File: config.mk
export PLATFORM = sky130hd
export DESIGN_NAME = fetch_unit
export DESIGN_NICKNAME = d
export VERILOG_FILES = /design/src/verilog/fetch_pkg.sv /design/src/verilog/branch_predictor.sv /design/src/verilog/fetch_unit.sv /design/src/verilog/pc_gen.sv /design/src/verilog/pipe_reg.sv
export VERILOG_INCLUDE_DIRS = /design/src /design/src/verilog
export SDC_FILE = /design/constraint.sdc
export NUM_CORES = 1
export LEC_CHECK = 0
export BUFFER_PORTS_ARGS = -buffer_cell sky130_fd_sc_hd__buf_2
export CAP_MARGIN = 15
export CORE_AREA = 2 2 228 230
export DETAILED_ROUTE_END_ITERATION = 8
export DIE_AREA = 0 0 230 232
export GPL_TIMING_DRIVEN = 1
export HOLD_SLACK_MARGIN = 0.1
export PLACE_DENSITY = 0.67
export SETUP_SLACK_MARGIN = 0.05
export SLEW_MARGIN = 40
export SYNTH_ARGS = -nofsm -noshare
export SYNTH_HDL_FRONTEND = slang
export SYNTH_SLANG_ARGS = --single-unit
File: constraint.sdc
create_clock -name clk -period 8.4 [get_ports clk]
set_input_delay 1.68 -clock clk [delete_from_list [all_inputs] [get_ports clk]]
set_output_delay 1.68 -clock clk [all_outputs]
set_load 0.1 [all_outputs]
File: src/verilog/fetch_params.svh
////////////////////////////////////////////////////////////
// Fetch front end sizing, word addressed throughout
// BTB depth must be a power of two, index is the low PC bits
// and the tag is whatever address bits are left above it
////////////////////////////////////////////////////////////
`ifndef FETCH_PARAMS_SVH
`define FETCH_PARAMS_SVH

// Word address width, one instruction per address
`define FETCH_ADDR_W 16

// Instruction word width
`define FETCH_INST_W 16

// Branch target buffer entries
// 16 entries gives 4 index bits and 12 tag bits
`define FETCH_BTB_ENTRIES 16

`endif

File: src/verilog/fetch_pkg.sv
////////////////////////////////////////////////////////////
// Shared fetch types, widths come from the params header
// An all zero fetch bundle is a bubble (valid low)
////////////////////////////////////////////////////////////
`include "fetch_params.svh"
`default_nettype none

package fetch_pkg;

  // IF/ID payload, 67 bits
  typedef struct packed {
    logic                     valid;            // Real instruction, not a bubble
    logic [`FETCH_ADDR_W-1:0] pc_curr;          // Address of this instruction
    logic [`FETCH_ADDR_W-1:0] pc_next;          // Address fetched after it
    logic [`FETCH_INST_W-1:0] inst;             // Instruction word
    logic [1:0]               prediction;       // 2-bit counter seen at lookup
    logic [`FETCH_ADDR_W-1:0] predicted_target; // Target held in the BTB
  } fetch_bundle_t;

  // Redirect from execute, 17 bits
  typedef struct packed {
    logic                     valid;
    logic [`FETCH_ADDR_W-1:0] target;  // New fetch address
  } redirect_t;

  // Resolved branch from execute, 34 bits
  typedef struct packed {
    logic                     valid;
    logic [`FETCH_ADDR_W-1:0] pc;      // Address of the branch
    logic                     taken;   // Actual direction
    logic [`FETCH_ADDR_W-1:0] target;  // Actual target when taken
  } branch_resolve_t;

  // BTB lookup result, 19 bits
  typedef struct packed {
    logic                     taken;    // Predict taken
    logic [1:0]               counter;  // 01 on a miss
    logic [`FETCH_ADDR_W-1:0] target;   // Zero on a miss
  } pred_t;

endpackage

`default_nettype wire

File: src/verilog/branch_predictor.sv
////////////////////////////////////////////////////////////
// Direct mapped BTB with a 2-bit saturating counter each
// Lookup is combinational, updates land at the clock edge
// A miss reads as counter 01 and target 0, never taken
////////////////////////////////////////////////////////////
`timescale 1ns/1ps
`include "fetch_params.svh"
`default_nettype none

module branch_predictor (
  input  logic                        clk,
  input  logic                        rst,
  input  logic [`FETCH_ADDR_W-1:0]    lookup_pc,  // Current fetch PC
  output fetch_pkg::pred_t            pred,       // Result for lookup_pc
  input  fetch_pkg::branch_resolve_t  resolve     // Training from execute
);

  localparam int ENTRIES = `FETCH_BTB_ENTRIES;
  localparam int IDX_W   = $clog2(ENTRIES);
  localparam int TAG_W   = `FETCH_ADDR_W - IDX_W;

  ////////////////////////////////////////////////////////////
  // Storage
  ////////////////////////////////////////////////////////////
  logic                     btb_valid  [ENTRIES];
  logic [1:0]               btb_ctr    [ENTRIES];  // 00 strong NT .. 11 strong T
  logic [TAG_W-1:0]         btb_tag    [ENTRIES];
  logic [`FETCH_ADDR_W-1:0] btb_target [ENTRIES];

  // Lookup side
  logic [IDX_W-1:0] lk_idx;
  logic [TAG_W-1:0] lk_tag;
  logic             lk_hit;

  // Update side
  logic [IDX_W-1:0] rs_idx;
  logic [TAG_W-1:0] rs_tag;
  logic             rs_hit;
  logic [1:0]       rs_ctr;
  logic [1:0]       ctr_inc;
  logic [1:0]       ctr_dec;
  logic             alloc;     // Taken branch with no entry yet
  logic             train;     // Resolve for a branch already held

  ////////////////////////////////////////////////////////////
  // Combinational lookup
  ////////////////////////////////////////////////////////////
  assign lk_idx = lookup_pc[IDX_W-1:0];
  assign lk_tag = lookup_pc[`FETCH_ADDR_W-1:IDX_W];
  assign lk_hit = btb_valid[lk_idx] && (btb_tag[lk_idx] == lk_tag);

  always_comb begin
    pred.taken   = lk_hit && btb_ctr[lk_idx][1];  // Upper counter bit is the direction
    pred.counter = lk_hit ? btb_ctr[lk_idx] : 2'b01;
    pred.target  = lk_hit ? btb_target[lk_idx] : '0;
  end

  ////////////////////////////////////////////////////////////
  // Update decode
  ////////////////////////////////////////////////////////////
  assign rs_idx = resolve.pc[IDX_W-1:0];
  assign rs_tag = resolve.pc[`FETCH_ADDR_W-1:IDX_W];
  assign rs_hit = btb_valid[rs_idx] && (btb_tag[rs_idx] == rs_tag);
  assign rs_ctr = btb_ctr[rs_idx];

  // Saturate at both ends
  assign ctr_inc = (rs_ctr == 2'b11) ? 2'b11 : rs_ctr + 2'd1;
  assign ctr_dec = (rs_ctr == 2'b00) ? 2'b00 : rs_ctr - 2'd1;

  assign alloc = resolve.valid && resolve.taken && !rs_hit;
  assign train = resolve.valid && rs_hit;

  // Valid bits and counters
  always_ff @(posedge clk) begin
    if (rst) begin
      for (int i = 0; i < ENTRIES; i++) begin
        btb_valid[i] <= 1'b0;
        btb_ctr[i]   <= 2'b01;   // Weakly not taken
      end
    end else if (alloc) begin
      btb_valid[rs_idx] <= 1'b1;  // Replaces any alias at this index
      btb_ctr[rs_idx]   <= 2'b10; // Start weakly taken
    end else if (train) begin
      btb_ctr[rs_idx] <= resolve.taken ? ctr_inc : ctr_dec;
    end
  end

  // Tag and target, only written on a taken resolve
  always_ff @(posedge clk) begin
    if (resolve.valid && resolve.taken) begin
      btb_tag[rs_idx]    <= rs_tag;          // Unchanged on a hit
      btb_target[rs_idx] <= resolve.target;
    end
  end

  ////////////////////////////////////////////////////////////
  // Checks
  ////////////////////////////////////////////////////////////
  // Outside an allocation every counter moves by at most one step per edge
  for (genvar gi = 0; gi < ENTRIES; gi++) begin : g_ctr_chk
    a_ctr_step: assert property (
      @(posedge clk) disable iff (rst)
      !(alloc && (rs_idx == IDX_W'(gi))) |=>
        (2'(btb_ctr[gi] - $past(btb_ctr[gi])) inside {2'd0, 2'd1, 2'd3})
    ) else $error("BTB counter %0d jumped more than one step", gi);
  end

endmodule

`default_nettype wire

File: src/verilog/fetch_unit.sv
////////////////////////////////////////////////////////////
// Fetch front end, PC to IF/ID
// imem_data must answer imem_addr in the same cycle
// No handshake: stall holds, redirect flushes and steers
////////////////////////////////////////////////////////////
`timescale 1ns/1ps
`include "fetch_params.svh"
`default_nettype none

module fetch_unit (
  input  logic                        clk,
  input  logic                        rst,

  // Instruction memory, word addressed
  output logic [`FETCH_ADDR_W-1:0]    imem_addr,
  input  logic [`FETCH_INST_W-1:0]    imem_data,

  // Decode back-pressure
  input  logic                        stall,

  // Execute feedback
  input  fetch_pkg::redirect_t        redirect,
  input  fetch_pkg::branch_resolve_t  resolve,

  // To decode
  output fetch_pkg::fetch_bundle_t    if_id
);

  import fetch_pkg::*;

  pred_t         pred;    // BTB lookup for the current PC
  fetch_bundle_t bundle;  // Fetch result before IF/ID

  ////////////////////////////////////////////////////////////
  // PC generation, PC goes straight out to memory
  ////////////////////////////////////////////////////////////
  pc_gen u_pc_gen (
    .clk      (clk),
    .rst      (rst),
    .stall    (stall),
    .redirect (redirect),
    .pred     (pred),
    .inst     (imem_data),
    .pc       (imem_addr),
    .bundle   (bundle)
  );

  ////////////////////////////////////////////////////////////
  // Branch prediction, looked up on the same PC
  ////////////////////////////////////////////////////////////
  branch_predictor u_branch_predictor (
    .clk       (clk),
    .rst       (rst),
    .lookup_pc (imem_addr),
    .pred      (pred),
    .resolve   (resolve)   // Trains even while stalled
  );

  ////////////////////////////////////////////////////////////
  // IF/ID register
  ////////////////////////////////////////////////////////////
  pipe_reg #(
    .payload_t (fetch_bundle_t)
  ) u_if_id_reg (
    .clk   (clk),
    .rst   (rst),
    .stall (stall),
    .flush (redirect.valid),  // Wrong path fetch becomes a bubble
    .d     (bundle),
    .q     (if_id)
  );

endmodule

`default_nettype wire

File: src/verilog/pc_gen.sv
////////////////////////////////////////////////////////////
// Program counter and fetch bundle assembly
// Redirect beats stall, stall holds the PC
// inst must be the memory word at pc in the same cycle
////////////////////////////////////////////////////////////
`timescale 1ns/1ps
`include "fetch_params.svh"
`default_nettype none

module pc_gen (
  input  logic                     clk,
  input  logic                     rst,
  input  logic                     stall,     // Back-pressure from decode
  input  fetch_pkg::redirect_t     redirect,  // From execute
  input  fetch_pkg::pred_t         pred,      // BTB lookup for pc, same cycle
  input  logic [`FETCH_INST_W-1:0] inst,      // Instruction memory data
  output logic [`FETCH_ADDR_W-1:0] pc,        // Current fetch address
  output fetch_pkg::fetch_bundle_t bundle     // Into the IF/ID register
);

  logic [`FETCH_ADDR_W-1:0] pc_next;  // Predicted or sequential successor

  // Follow the BTB when it says taken, else fall through
  assign pc_next = pred.taken ? pred.target : pc + `FETCH_ADDR_W'(1);

  ////////////////////////////////////////////////////////////
  // PC register
  ////////////////////////////////////////////////////////////
  always_ff @(posedge clk) begin
    if (rst)
      pc <= '0;                  // Fetch starts at word 0
    else if (redirect.valid)
      pc <= redirect.target;     // Mispredict or jump, stall ignored
    else if (!stall)
      pc <= pc_next;
  end

  ////////////////////////////////////////////////////////////
  // Bundle for this fetch
  ////////////////////////////////////////////////////////////
  always_comb begin
    bundle.valid            = 1'b1;          // Bubbles only come from a flush
    bundle.pc_curr          = pc;
    bundle.pc_next          = pc_next;
    bundle.inst             = inst;
    bundle.prediction       = pred.counter;
    bundle.predicted_target = pred.target;   // Decode compares against this later
  end

  // Execute must present a clean target whenever it redirects
  a_redirect_known: assert property (
    @(posedge clk) disable iff (rst)
    redirect.valid |-> !$isunknown(redirect.target)
  ) else $error("redirect.target unknown while redirect.valid");

endmodule

`default_nettype wire

File: src/verilog/pipe_reg.sv
////////////////////////////////////////////////////////////
// Stage register for any packed payload
// Flush beats stall, reset and flush both give all zeros
// A zero payload must mean a bubble for the stage behind
////////////////////////////////////////////////////////////
`timescale 1ns/1ps
`default_nettype none

module pipe_reg #(
  parameter type payload_t = logic [31:0]  // Stage payload, packed
) (
  input  logic     clk,
  input  logic     rst,
  input  logic     stall,  // Hold q, downstream not ready
  input  logic     flush,  // Kill the held entry
  input  payload_t d,
  output payload_t q
);

  logic clr;  // Zero the register
  logic wen;  // Take d

  assign clr = rst | flush;
  assign wen = ~stall;

  ////////////////////////////////////////////////////////////
  // Register
  ////////////////////////////////////////////////////////////
  always_ff @(posedge clk) begin
    if (clr)
      q <= '0;      // Whole payload, valid included
    else if (wen)
      q <= d;
  end

  // A flush always leaves a bubble, stalled or not
  a_flush_clears: assert property (
    @(posedge clk) disable iff (rst)
    flush |=> (q == '0)
  ) else $error("pipe_reg not cleared after flush");

endmodule

`default_nettype wire
Word level (Yosys, flattened, before mapping)
Memories as Yosys holds them, arrays and structs flattened. A register that Yosys moved wholly into a read port is not among the register bits.
Cells that the tools add are included.
{"block": "totals", "inputBits": 70, "register_bits": 83, "ramBits": 496, "rom_bits": 0, "word_cells": 64, "n_memories": 4, "latch_bits": 0}
{"block": "op_classes", "reduce_logical": 10, "order_cmp": 0, "bitwise_logic": 2, "eq_ne": 4, "n_div": 0, "add_sub_neg": 3, "mul": 0, "shifts": 0, "mux": 34}
{"name": "u_branch_predictor.btb_target", "depth": 16, "width": 16, "rd": 1, "rd_clocked_by_memory_dff": 1, "write_ports": 1, "line_no": "branch_predictor.sv:28", "source": "logic [`FETCH_ADDR_W-1:0] btb_target [ENTRIES];"}
{"name": "u_branch_predictor.btb_tag", "depth": 16, "width": 12, "rd": 2, "rd_clocked_by_memory_dff": 1, "write_ports": 1, "line_no": "branch_predictor.sv:27", "source": "logic [TAG_W-1:0] btb_tag [ENTRIES];"}
{"name": "u_branch_predictor.btb_ctr", "depth": 16, "width": 2, "rd": 2, "rd_clocked_by_memory_dff": 1, "write_ports": 16, "line_no": "branch_predictor.sv:26", "source": "logic [1:0] btb_ctr [ENTRIES];"}
{"name": "u_branch_predictor.btb_valid", "depth": 16, "width": 1, "rd": 2, "rd_clocked_by_memory_dff": 1, "write_ports": 16, "line_no": "branch_predictor.sv:25", "source": "logic btb_valid [ENTRIES];"}
{"operator": "two-way mux 16 bit", "count": 4}
{"operator": "two-way mux 4 bit", "count": 10}
{"operator": "== test 12 bit", "count": 2}
{"operator": "adder 16 x 1 -> 16 bit, second input constant", "count": 1}
{"operator": "two-way mux 1 bit", "count": 14}
{"operator": "two-way mux 2 bit", "count": 6}
{"operator": "logical AND 1 bit", "count": 6}
{"operator": "adder 2 x 1 -> 2 bit, second input constant", "count": 1}
{"operator": "== test 2 bit, second input constant", "count": 1}
{"operator": "logical NOT 2 bit", "count": 1}
{"operator": "inequality test 2 x 1 -> 1 bit, second input constant", "count": 1}
{"operator": "bitwise OR 1 bit", "count": 2}
{"operator": "OR reduction 2 bit", "count": 1}
{"operator": "subtractor 2 x 1 -> 2 bit, second input constant", "count": 1}
{"operator": "logical NOT 1 bit", "count": 1}
{"operator": "OR reduction 1 bit", "count": 1}

Logic depth before layout (Yosys ltp)
Gate-level depths: netlist (run 1).
An unclocked memory read counts as a cell.
{"block": "logic_depth", "word_depth": 11, "mapped_depth": 14, "mapped_depth_nobuf": 9}

Modules after synthesis
From an unflattened synthesis (run 1), not the netlist that was laid out.
{"block": "unflattened", "cells_unflattened": 1615, "hier_area_um2": 26391.6}
{"module": "branch_predictor", "instances": 1, "area_per_inst_um2": 22210.1, "cells_each": 1152}
{"module": "pipe_reg", "instances": 1, "area_per_inst_um2": 2394.8, "cells_each": 218}
{"module": "pc_gen", "instances": 1, "area_per_inst_um2": 1786.7, "cells_each": 245}

Least setup slack after synthesis (run 1)
Ideal clock, no wire load.
{"block": "synth_path", "path_kind": "input-to-reg", "start": "input port resolve[18] (netlist name)", "end": "memory u_branch_predictor.btb_tag[2][0] (netlist name) (enable)", "stages": 7, "required_time_ns": 7.916, "setup_slack_ns": 2.075, "setup_ns": 0.484, "t_arrival_ns": 5.842, "path_buffers": 5, "cell_sequence": "clkbuf_1 -> clkbuf_1 -> buf_1 -> clkbuf_1 -> nand2b_1 -> clkbuf_1 -> nor4_1"}
{"item": "start: declaration", "line_no": "fetch_unit.sv:23", "source": "input fetch_pkg::branch_resolve_t resolve,"}
{"item": "end: declaration", "line_no": "branch_predictor.sv:27"}
Straight into the memory's write port.

==> metrics.txt, run 1 <==
worst path arrival time 5860 ps; Internal Pwr Total 4.99 mW; largest net degree at the start of global routing 74; post-route cell area 28,600 µm²; syn nets 1,534; R2R cell count 10; Slew headroom 39.7%; I/O Pins 153; global-route wire length before repair 92,900 µm; Worst Path Required 8730 ps; # rows 83; hold wc startpoint u_if_id_reg.q[66]; sequential share of power 49.3%; Placed Area 26,600 µm²; LEAKAGE 9.43 nW; Ys Warns 0; CTS clk-pin slew, worst paths 60 ps; Unique masters post-synth 56; Core Region 50,900 µm²; residual DRC count 0; fill count 3,883; post-DP HPWL 37,600 µm; Reg2Reg Setup Slack 3850 ps; worst skew pair latency 630 ps; post-cts sizing count 0; Tmin final 5530 ps; DRT Wirelength 62,100 µm; Die Y 232 µm; crit-path max FO 36; fin crit share 65.8%; Critical Path End Type register; syn avg cell area 17.2 µm²; synthesized cell area 25,200 µm²; main flop type after synthesis edfxtp_1; Die W 230 µm; gpl congestion 0.838; Non-Filler Instances 2,316; # hold bufs at CTS 0; Hold WS 463 ps; Gate power share 9.3%; vias per cell 6.19; routing usage on met1 33.5%; GRT Total Usage 23.5%; FFs w/ async S/R, synth 0%; PD cells 228 nW/µm²; setup tns final 0 ps; synth-to-layout area growth 13.6%; NumNets Final 1,655; final hold vios 0; VDD IR max 0.159 mV; share of post-route cells with drive strength above 1 32.8%; Final setup viols 0; Fin Clk Skew 16.2 ps; outcome complete, no violations; part of the power in the clock network 41.3%; maxcap violations 0; clk sink count 583; Worst Setup Start Kind input pin; # port buffers 152; post-CTS setup buffers 0; Least-Margin Pin Slew 904 ps; 1st-pass router iterations 7; met3 Use GR 3.84%; remaining global-route overflow 0; met2 Use GR 37.8%; number of enable flip-flop cells after synthesis 480; total CTS buffers 59; post-synthesis register bit count 583; switching portion of total power 23.5%; hold path depth 1; CTS H-tree lvls 2; initial antenna violation count 7; RSZ-0062 raised after global routing no; sequential area share after synthesis 65.3%; DRT iter0 DRCs 1,545; Initial Util 49.6%; Vias 14,326; Root Driver clkbuf_16; Max clock buf depth 3; GRT busiest layer met2; vias in the first global route 14,307; cells after synthesis 1,463; antenna-violating nets left 0; Post-Place Cells 2,203; FMAX 0.181 GHz; Hold Path End u_if_id_reg.q[66]; max-slew violations 0; Hold Crit Class reg -> reg; wire per inst 26.8 µm; DIE AREA 53,400 µm²; Sw Pwr 1.53 mW; CP Class in -> reg; CTS tree done
-- how the worst max path moves through the flow --
stage                start                                end  slack (ps)  cells past startpoint
2_1_floorplan  resolve[18]   u_branch_predictor.btb_tag[2][0]        2070                      7
3_3_place_gp   resolve[17]   u_branch_predictor.btb_ctr[1][0]        2230                     10
3_5_place_dp   resolve[17]   u_branch_predictor.btb_ctr[2][0]        2200                     10
4_1_cts        resolve[17]   u_branch_predictor.btb_ctr[2][0]        2810                     10
5_1_grt        resolve[17]  u_branch_predictor.btb_ctr[13][0]        2570                     10
6_report       resolve[17]   u_branch_predictor.btb_ctr[1][0]        2870                     10
-- layout make-up --
| class | count | area [µm²] | share of cell area [%] |
|---|---|---|---|
| flip-flops and latches | 583 | 16500 | 57.5 |
| clock buffers | 73 | 1700 | 5.93 |
| diodes | 2 | 5.00 | 0.0175 |
| well taps | 680 | 851 | 2.97 |
| clock inverters | 38 | 329 | 1.15 |
| inverters | 31 | 116 | 0.406 |
| multi-input cells | 724 | 8120 | 28.4 |
| repair buffers | 185 | 1040 | 3.63 |
-- power groups by stage --
stage	clock network (mW)	logic (mW)	registers, mW
2_1_floorplan	0	0.407	3.30
3_3_place_gp	0	0.595	3.28
3_5_place_dp	0	0.609	3.28
4_1_cts	2.74	0.611	3.22
5_1_grt	2.85	0.643	3.22
6_report	2.70	0.609	3.22
-- placed cells by master (no fill, tap or decap), drive strengths merged, types with 3 or more instances in the layout --
master,count
clkbuf,73
nor3,19
o22ai,19
a21oi,43
a221oi,12
edfxtp,480
o2bb2ai,4
a21o,5
nor4,6
xnor2,25
nand2b,9
clkinvlp,3
dfxtp,103
o21ba,4
or2,6
nor2b,10
o21ai,16
or3,3
inv,34
nand4,6
mux2,8
nand3,47
o21bai,12
nor2,85
a22oi,11
buf,185
nand2,51
mux4,210
xor2,12
mux2i,67
bufinv,5
o21a,4
and2,10
clkinv,27
-- cell usage after synthesis, types with 6 or more instances --
| cell | count | area (µm²) |
|---|---|---|
| nand3_1 | 47 | 235 |
| xor2_1 | 12 | 105 |
| mux4_2 | 210 | 4730 |
| a21oi_1 | 42 | 210 |
| a22oi_1 | 11 | 82.6 |
| a221oi_1 | 10 | 87.6 |
| buf_4 | 23 | 173 |
| nor2_1 | 85 | 319 |
| or2_2 | 6 | 37.5 |
| nand2_1 | 51 | 191 |
| edfxtp_1 | 480 | 14400 |
| clkbuf_1 | 69 | 259 |
| buf_2 | 21 | 105 |
| nand2b_1 | 9 | 56.3 |
| o21bai_1 | 12 | 90.1 |
| xnor2_1 | 25 | 219 |
| buf_1 | 7 | 26.3 |
| nand4_1 | 6 | 37.5 |
| and2_1 | 10 | 62.6 |
| nor3_1 | 18 | 90.1 |
| mux2i_1 | 67 | 671 |
| o22ai_1 | 19 | 119 |
| o21ai_0 | 15 | 75.1 |
| nor2b_1 | 10 | 62.6 |
| dfxtp_1 | 103 | 2060 |
| inv_1 | 31 | 116 |
| mux2_2 | 8 | 90.1 |
-- worst max-delay path, cell delays in order --
cell     delay, ps
buf_4          560
buf_4          660
mux4_2         600
mux4_2         480
xnor2_1        140
nand4_1        210
nor4_4         580
a21oi_1        160
a21oi_2        590
nand4_1        180
-- kinds of logic (layout without fill, tap and decap cells) --
| group | Yosys count | count (layout) | share of synthesized area (%) |
|---|---|---|---|
| flops | 583 | 583 | 65.3 |
| mux | 285 | 285 | 21.8 |
| simple gates | 257 | 257 | 4.80 |
| buf+inv | 156 | 327 | 2.92 |
| compound gates | 144 | 144 | 3.87 |
| xor+xnor | 37 | 37 | 1.28 |
| fa+ha+maj | 1 | 1 | 0.0496 |
| other cells | 0 | 2 | 0 |
-- per-stage QoR --
step / total power [mW] / util, % / worst slack (ps)
floorplan: 3.71 / - / 2070
global route: 6.72 / 56.3 / 2570
global placement: 3.87 / 52.2 / 2230
CTS: 6.57 / 56.3 / 2810
detailed placement: 3.89 / 52.3 / 2200
finish: 6.52 / 56.3 / 2870
-- routing by layer --
layer	up-vias	wire (µm)
met1	7418	26300
met2	677	29600
li1	6112	-
met5	-	38
met4	6	1590
met3	113	4660
-- state kept, by name (all words and copies together), names as in the netlist, named ones only --
register and flops:
u_branch_predictor.btb_tag 192, u_branch_predictor.btb_valid 16, u_if_id_reg.q 67, u_pc_gen.pc 16, u_branch_predictor.btb_ctr 32, u_branch_predictor.btb_target 256
Power figures use the tool's default switching activity.
==> run 2: changes to the inputs <==
--- a/config.mk
+++ b/config.mk
@@ -6,14 +6,15 @@
 export SDC_FILE = /design/constraint.sdc
 export NUM_CORES = 1
 export LEC_CHECK = 0
+export ABC_AREA = 1
 export BUFFER_PORTS_ARGS = -buffer_cell sky130_fd_sc_hd__buf_2
 export CAP_MARGIN = 15
-export CORE_AREA = 2 2 228 230
+export CORE_AREA = 2 2 232 234
 export DETAILED_ROUTE_END_ITERATION = 8
-export DIE_AREA = 0 0 230 232
+export DIE_AREA = 0 0 234 236
 export GPL_TIMING_DRIVEN = 1
 export HOLD_SLACK_MARGIN = 0.1
-export PLACE_DENSITY = 0.67
+export PLACE_DENSITY = 0.7
 export SETUP_SLACK_MARGIN = 0.05
 export SLEW_MARGIN = 40
 export SYNTH_ARGS = -nofsm -noshare
==> constraint.sdc (replaced) <==
create_clock -name clk -period 4.6 [get_ports clk]
set_input_delay 0.92 -clock clk [delete_from_list [all_inputs] [get_ports clk]]
set_output_delay 0.92 -clock clk [all_outputs]
set_load 0.1 [all_outputs]
==> metrics.txt, run 2 <==
RSZ-0062 raised after global routing no; most numerous cell in the Yosys netlist nand2_1; multiplexer share of the synthesized area 0%; global-route wire length before repair 118,000 µm; DRT iter0 DRCs 2,474; clk sink count 583; # port buffers 152; most common cell after layout, fill and taps aside nand2_1; synthesized cell area 26,200 µm²; main flop type after synthesis edfxtp_1; Die Y 236 µm; post-CTS setup buffers 0; Worst Path Required 5110 ps; Placed Area 27,800 µm²; Detail Route met2 WL 37,000 µm; commonest non-fill, non-tap cells in the layout nand2_1 (698), edfxtp_1 (480), a21oi_1 (215); DRT Wirelength 79,700 µm; Vias 20,984; synth-to-layout area growth 13.1%; outcome complete, no violations; residual DRC count 0; post-synthesis xor/xnor area fraction 0.368%; DIE AREA 55,200 µm²; post-cts sizing count 0; # hold bufs at CTS 0; share of post-route cells with drive strength above 1 13.0%; antenna-violating nets left 0; Regs by FF count u_branch_predictor.btb_target x256, u_branch_predictor.btb_tag x192, u_if_id_reg.q x67; CP Class reg -> reg; Slew headroom 39.9%; total CTS buffers 57; sequential area share after synthesis 62.9%; post-route cell area 29,600 µm²; Worst Setup Start Kind register; final hold vios 0; number of enable flip-flop cells after synthesis 480; Critical Path End Type register; LEAKAGE 11.6 nW; setup tns final 0 ps; fin crit share 73.9%; WL met1 30,300 µm; syn avg cell area 9.82 µm²; largest family of logic cells by synthesized area simple AND/OR/NAND/NOR gates; Unique masters post-synth 37; max-slew violations 0; PD cells 399 nW/µm²; CTS tree done; largest net degree at the start of global routing 93; Synth Area in Adders 0.0478%; dominant cells by area after synthesis edfxtp_1 (55%), nand2_1 (10%), dfxtp_1 (7.9%), a21oi_1 (4.1%), nand3_1 (3.7%); FFs w/ async S/R, synth 0%; initial antenna violation count 7; cells after synthesis 2,667; GRT Total Usage 28.2%; gpl congestion 0.932; maxcap violations 0; Core Region 53,100 µm²; post-synthesis register bit count 583; top cell type's share of synthesized area 55.1%; Hold Crit Class reg -> reg; NumNets Final 2,836; Initial Util 49.3%; Tmin final 3400 ps; FMAX 0.294 GHz; # rows 85; highest routed metal layer met5; syn nets 2,738; fill count 4,447; worst skew pair latency 640 ps; crit-path max FO 37; Final setup viols 0; worst path arrival time 3910 ps; Hold WS 450 ps; Max clock buf depth 3; fraction of the mapped netlist area in simple logic gates 17.4%; 1st-pass router iterations 8; wire per inst 22.7 µm; Fin Clk Skew 23.9 ps; max reg flops 256; Largest Register u_branch_predictor.btb_target; CTS H-tree lvls 2; area fraction in compound gates after synthesis 12.8%; VDD IR max 0.300 mV; vias in the first global route 19,620; I/O Pins 153; CTS clk-pin slew, worst paths 60 ps; Least-Margin Pin Slew 901 ps; Met3 Routed Length 9070 µm; Root Driver clkbuf_16; leading area contributor after synthesis edfxtp_1; remaining global-route overflow 0; vias per cell 5.97; Ys Warns 0; post-DP HPWL 47,700 µm; Die W 234 µm; Synth top cells by count nand2_1 (700), edfxtp_1 (480), inv_1 (218)
## run 2: changes by cell type after synthesis, moves of 97 or more
| cell | before | now |
|---|---|---|
| o21ai_0 | 15 | 122 |
| a21oi_1 | 42 | 215 |
| nor2_1 | 85 | 182 |
| mux4_2 | 210 | 0 |
| inv_1 | 31 | 218 |
| nand2_1 | 51 | 700 |
| nand3_1 | 47 | 195 |
## run 2: worst max-delay path: stages, from the launching register on
cell     delay [ps]
dfxtp_4         640
buf_4           440
o21ai_0         150
nand2_1          70
nand3_1          90
nand3_1         310
nand2_1         150
nand2_1         120
nand2_1          60
nor2_1           90
nand2_1          60
nor2_1          210
nand3_1         240
inv_1           190
nand2_1         180
nand3_1         170
nand2_1          70
## run 2: final timing paths
path	from	endpoint	slack (ps)	depth (start not counted)
worst max-delay path	register	u_pc_gen.pc[11]	1200	16
worst min-delay path	u_if_id_reg.q[37]	u_if_id_reg.q[37]	450	2
worst max register to register	register	u_pc_gen.pc[11]	1200	16
worst min register to register	u_if_id_reg.q[37]	u_if_id_reg.q[37]	450	2
## run 2: kinds of logic (layout without fill, tap and decap cells)
| family | Yosys count | in the layout |
|---|---|---|
| compound gates | 547 | 547 |
| xor+xnor | 11 | 11 |
| simple gates | 1121 | 1121 |
| buf+inv | 404 | 549 |
| flops | 583 | 583 |
| fa+ha+maj | 1 | 1 |
| other cells | 0 | 4 |
## run 2: metal layers
metal  up-vias  GRT usage [%]
met2      1324           45.2
met3       218           5.71
met4         6           12.7
li1       9421              -
met1     10015           37.1
met5         -              0
## run 2: area by class of cell
class	instances	area (µm²)	share of cell area, %
well taps	696	871	2.94
clock buffers	76	1570	5.31
multi-input cells	1680	8150	27.5
inverters	222	843	2.85
diodes	4	10.0	0.0338
repair buffers	221	1430	4.84
clock inverters	30	241	0.816
flip-flops and latches	583	16500	55.7
## run 2: power breakdown
part	total [mW]	leakage (nW)	switching (mW)	internal, mW
logic	1.42	5.52	1.06	0.355
registers	5.87	5.19	0.0647	5.80
clock network	4.53	0.892	2.01	2.52
total	11.8	11.6	3.13	8.67
## run 2: stage by stage
step | power, mW | util [%] | instances | setup WS (ps)
6_report | 11.8 | 55.8 | 3512 | 1200
2_1_floorplan | 6.88 | - | 2667 | 1220
4_1_cts | 11.8 | 55.7 | 3507 | 1270
5_1_grt | 12.2 | 55.8 | 3511 | 978
3_3_place_gp | 7.32 | 52.2 | 3400 | 610
3_5_place_dp | 7.36 | 52.3 | 3401 | 679
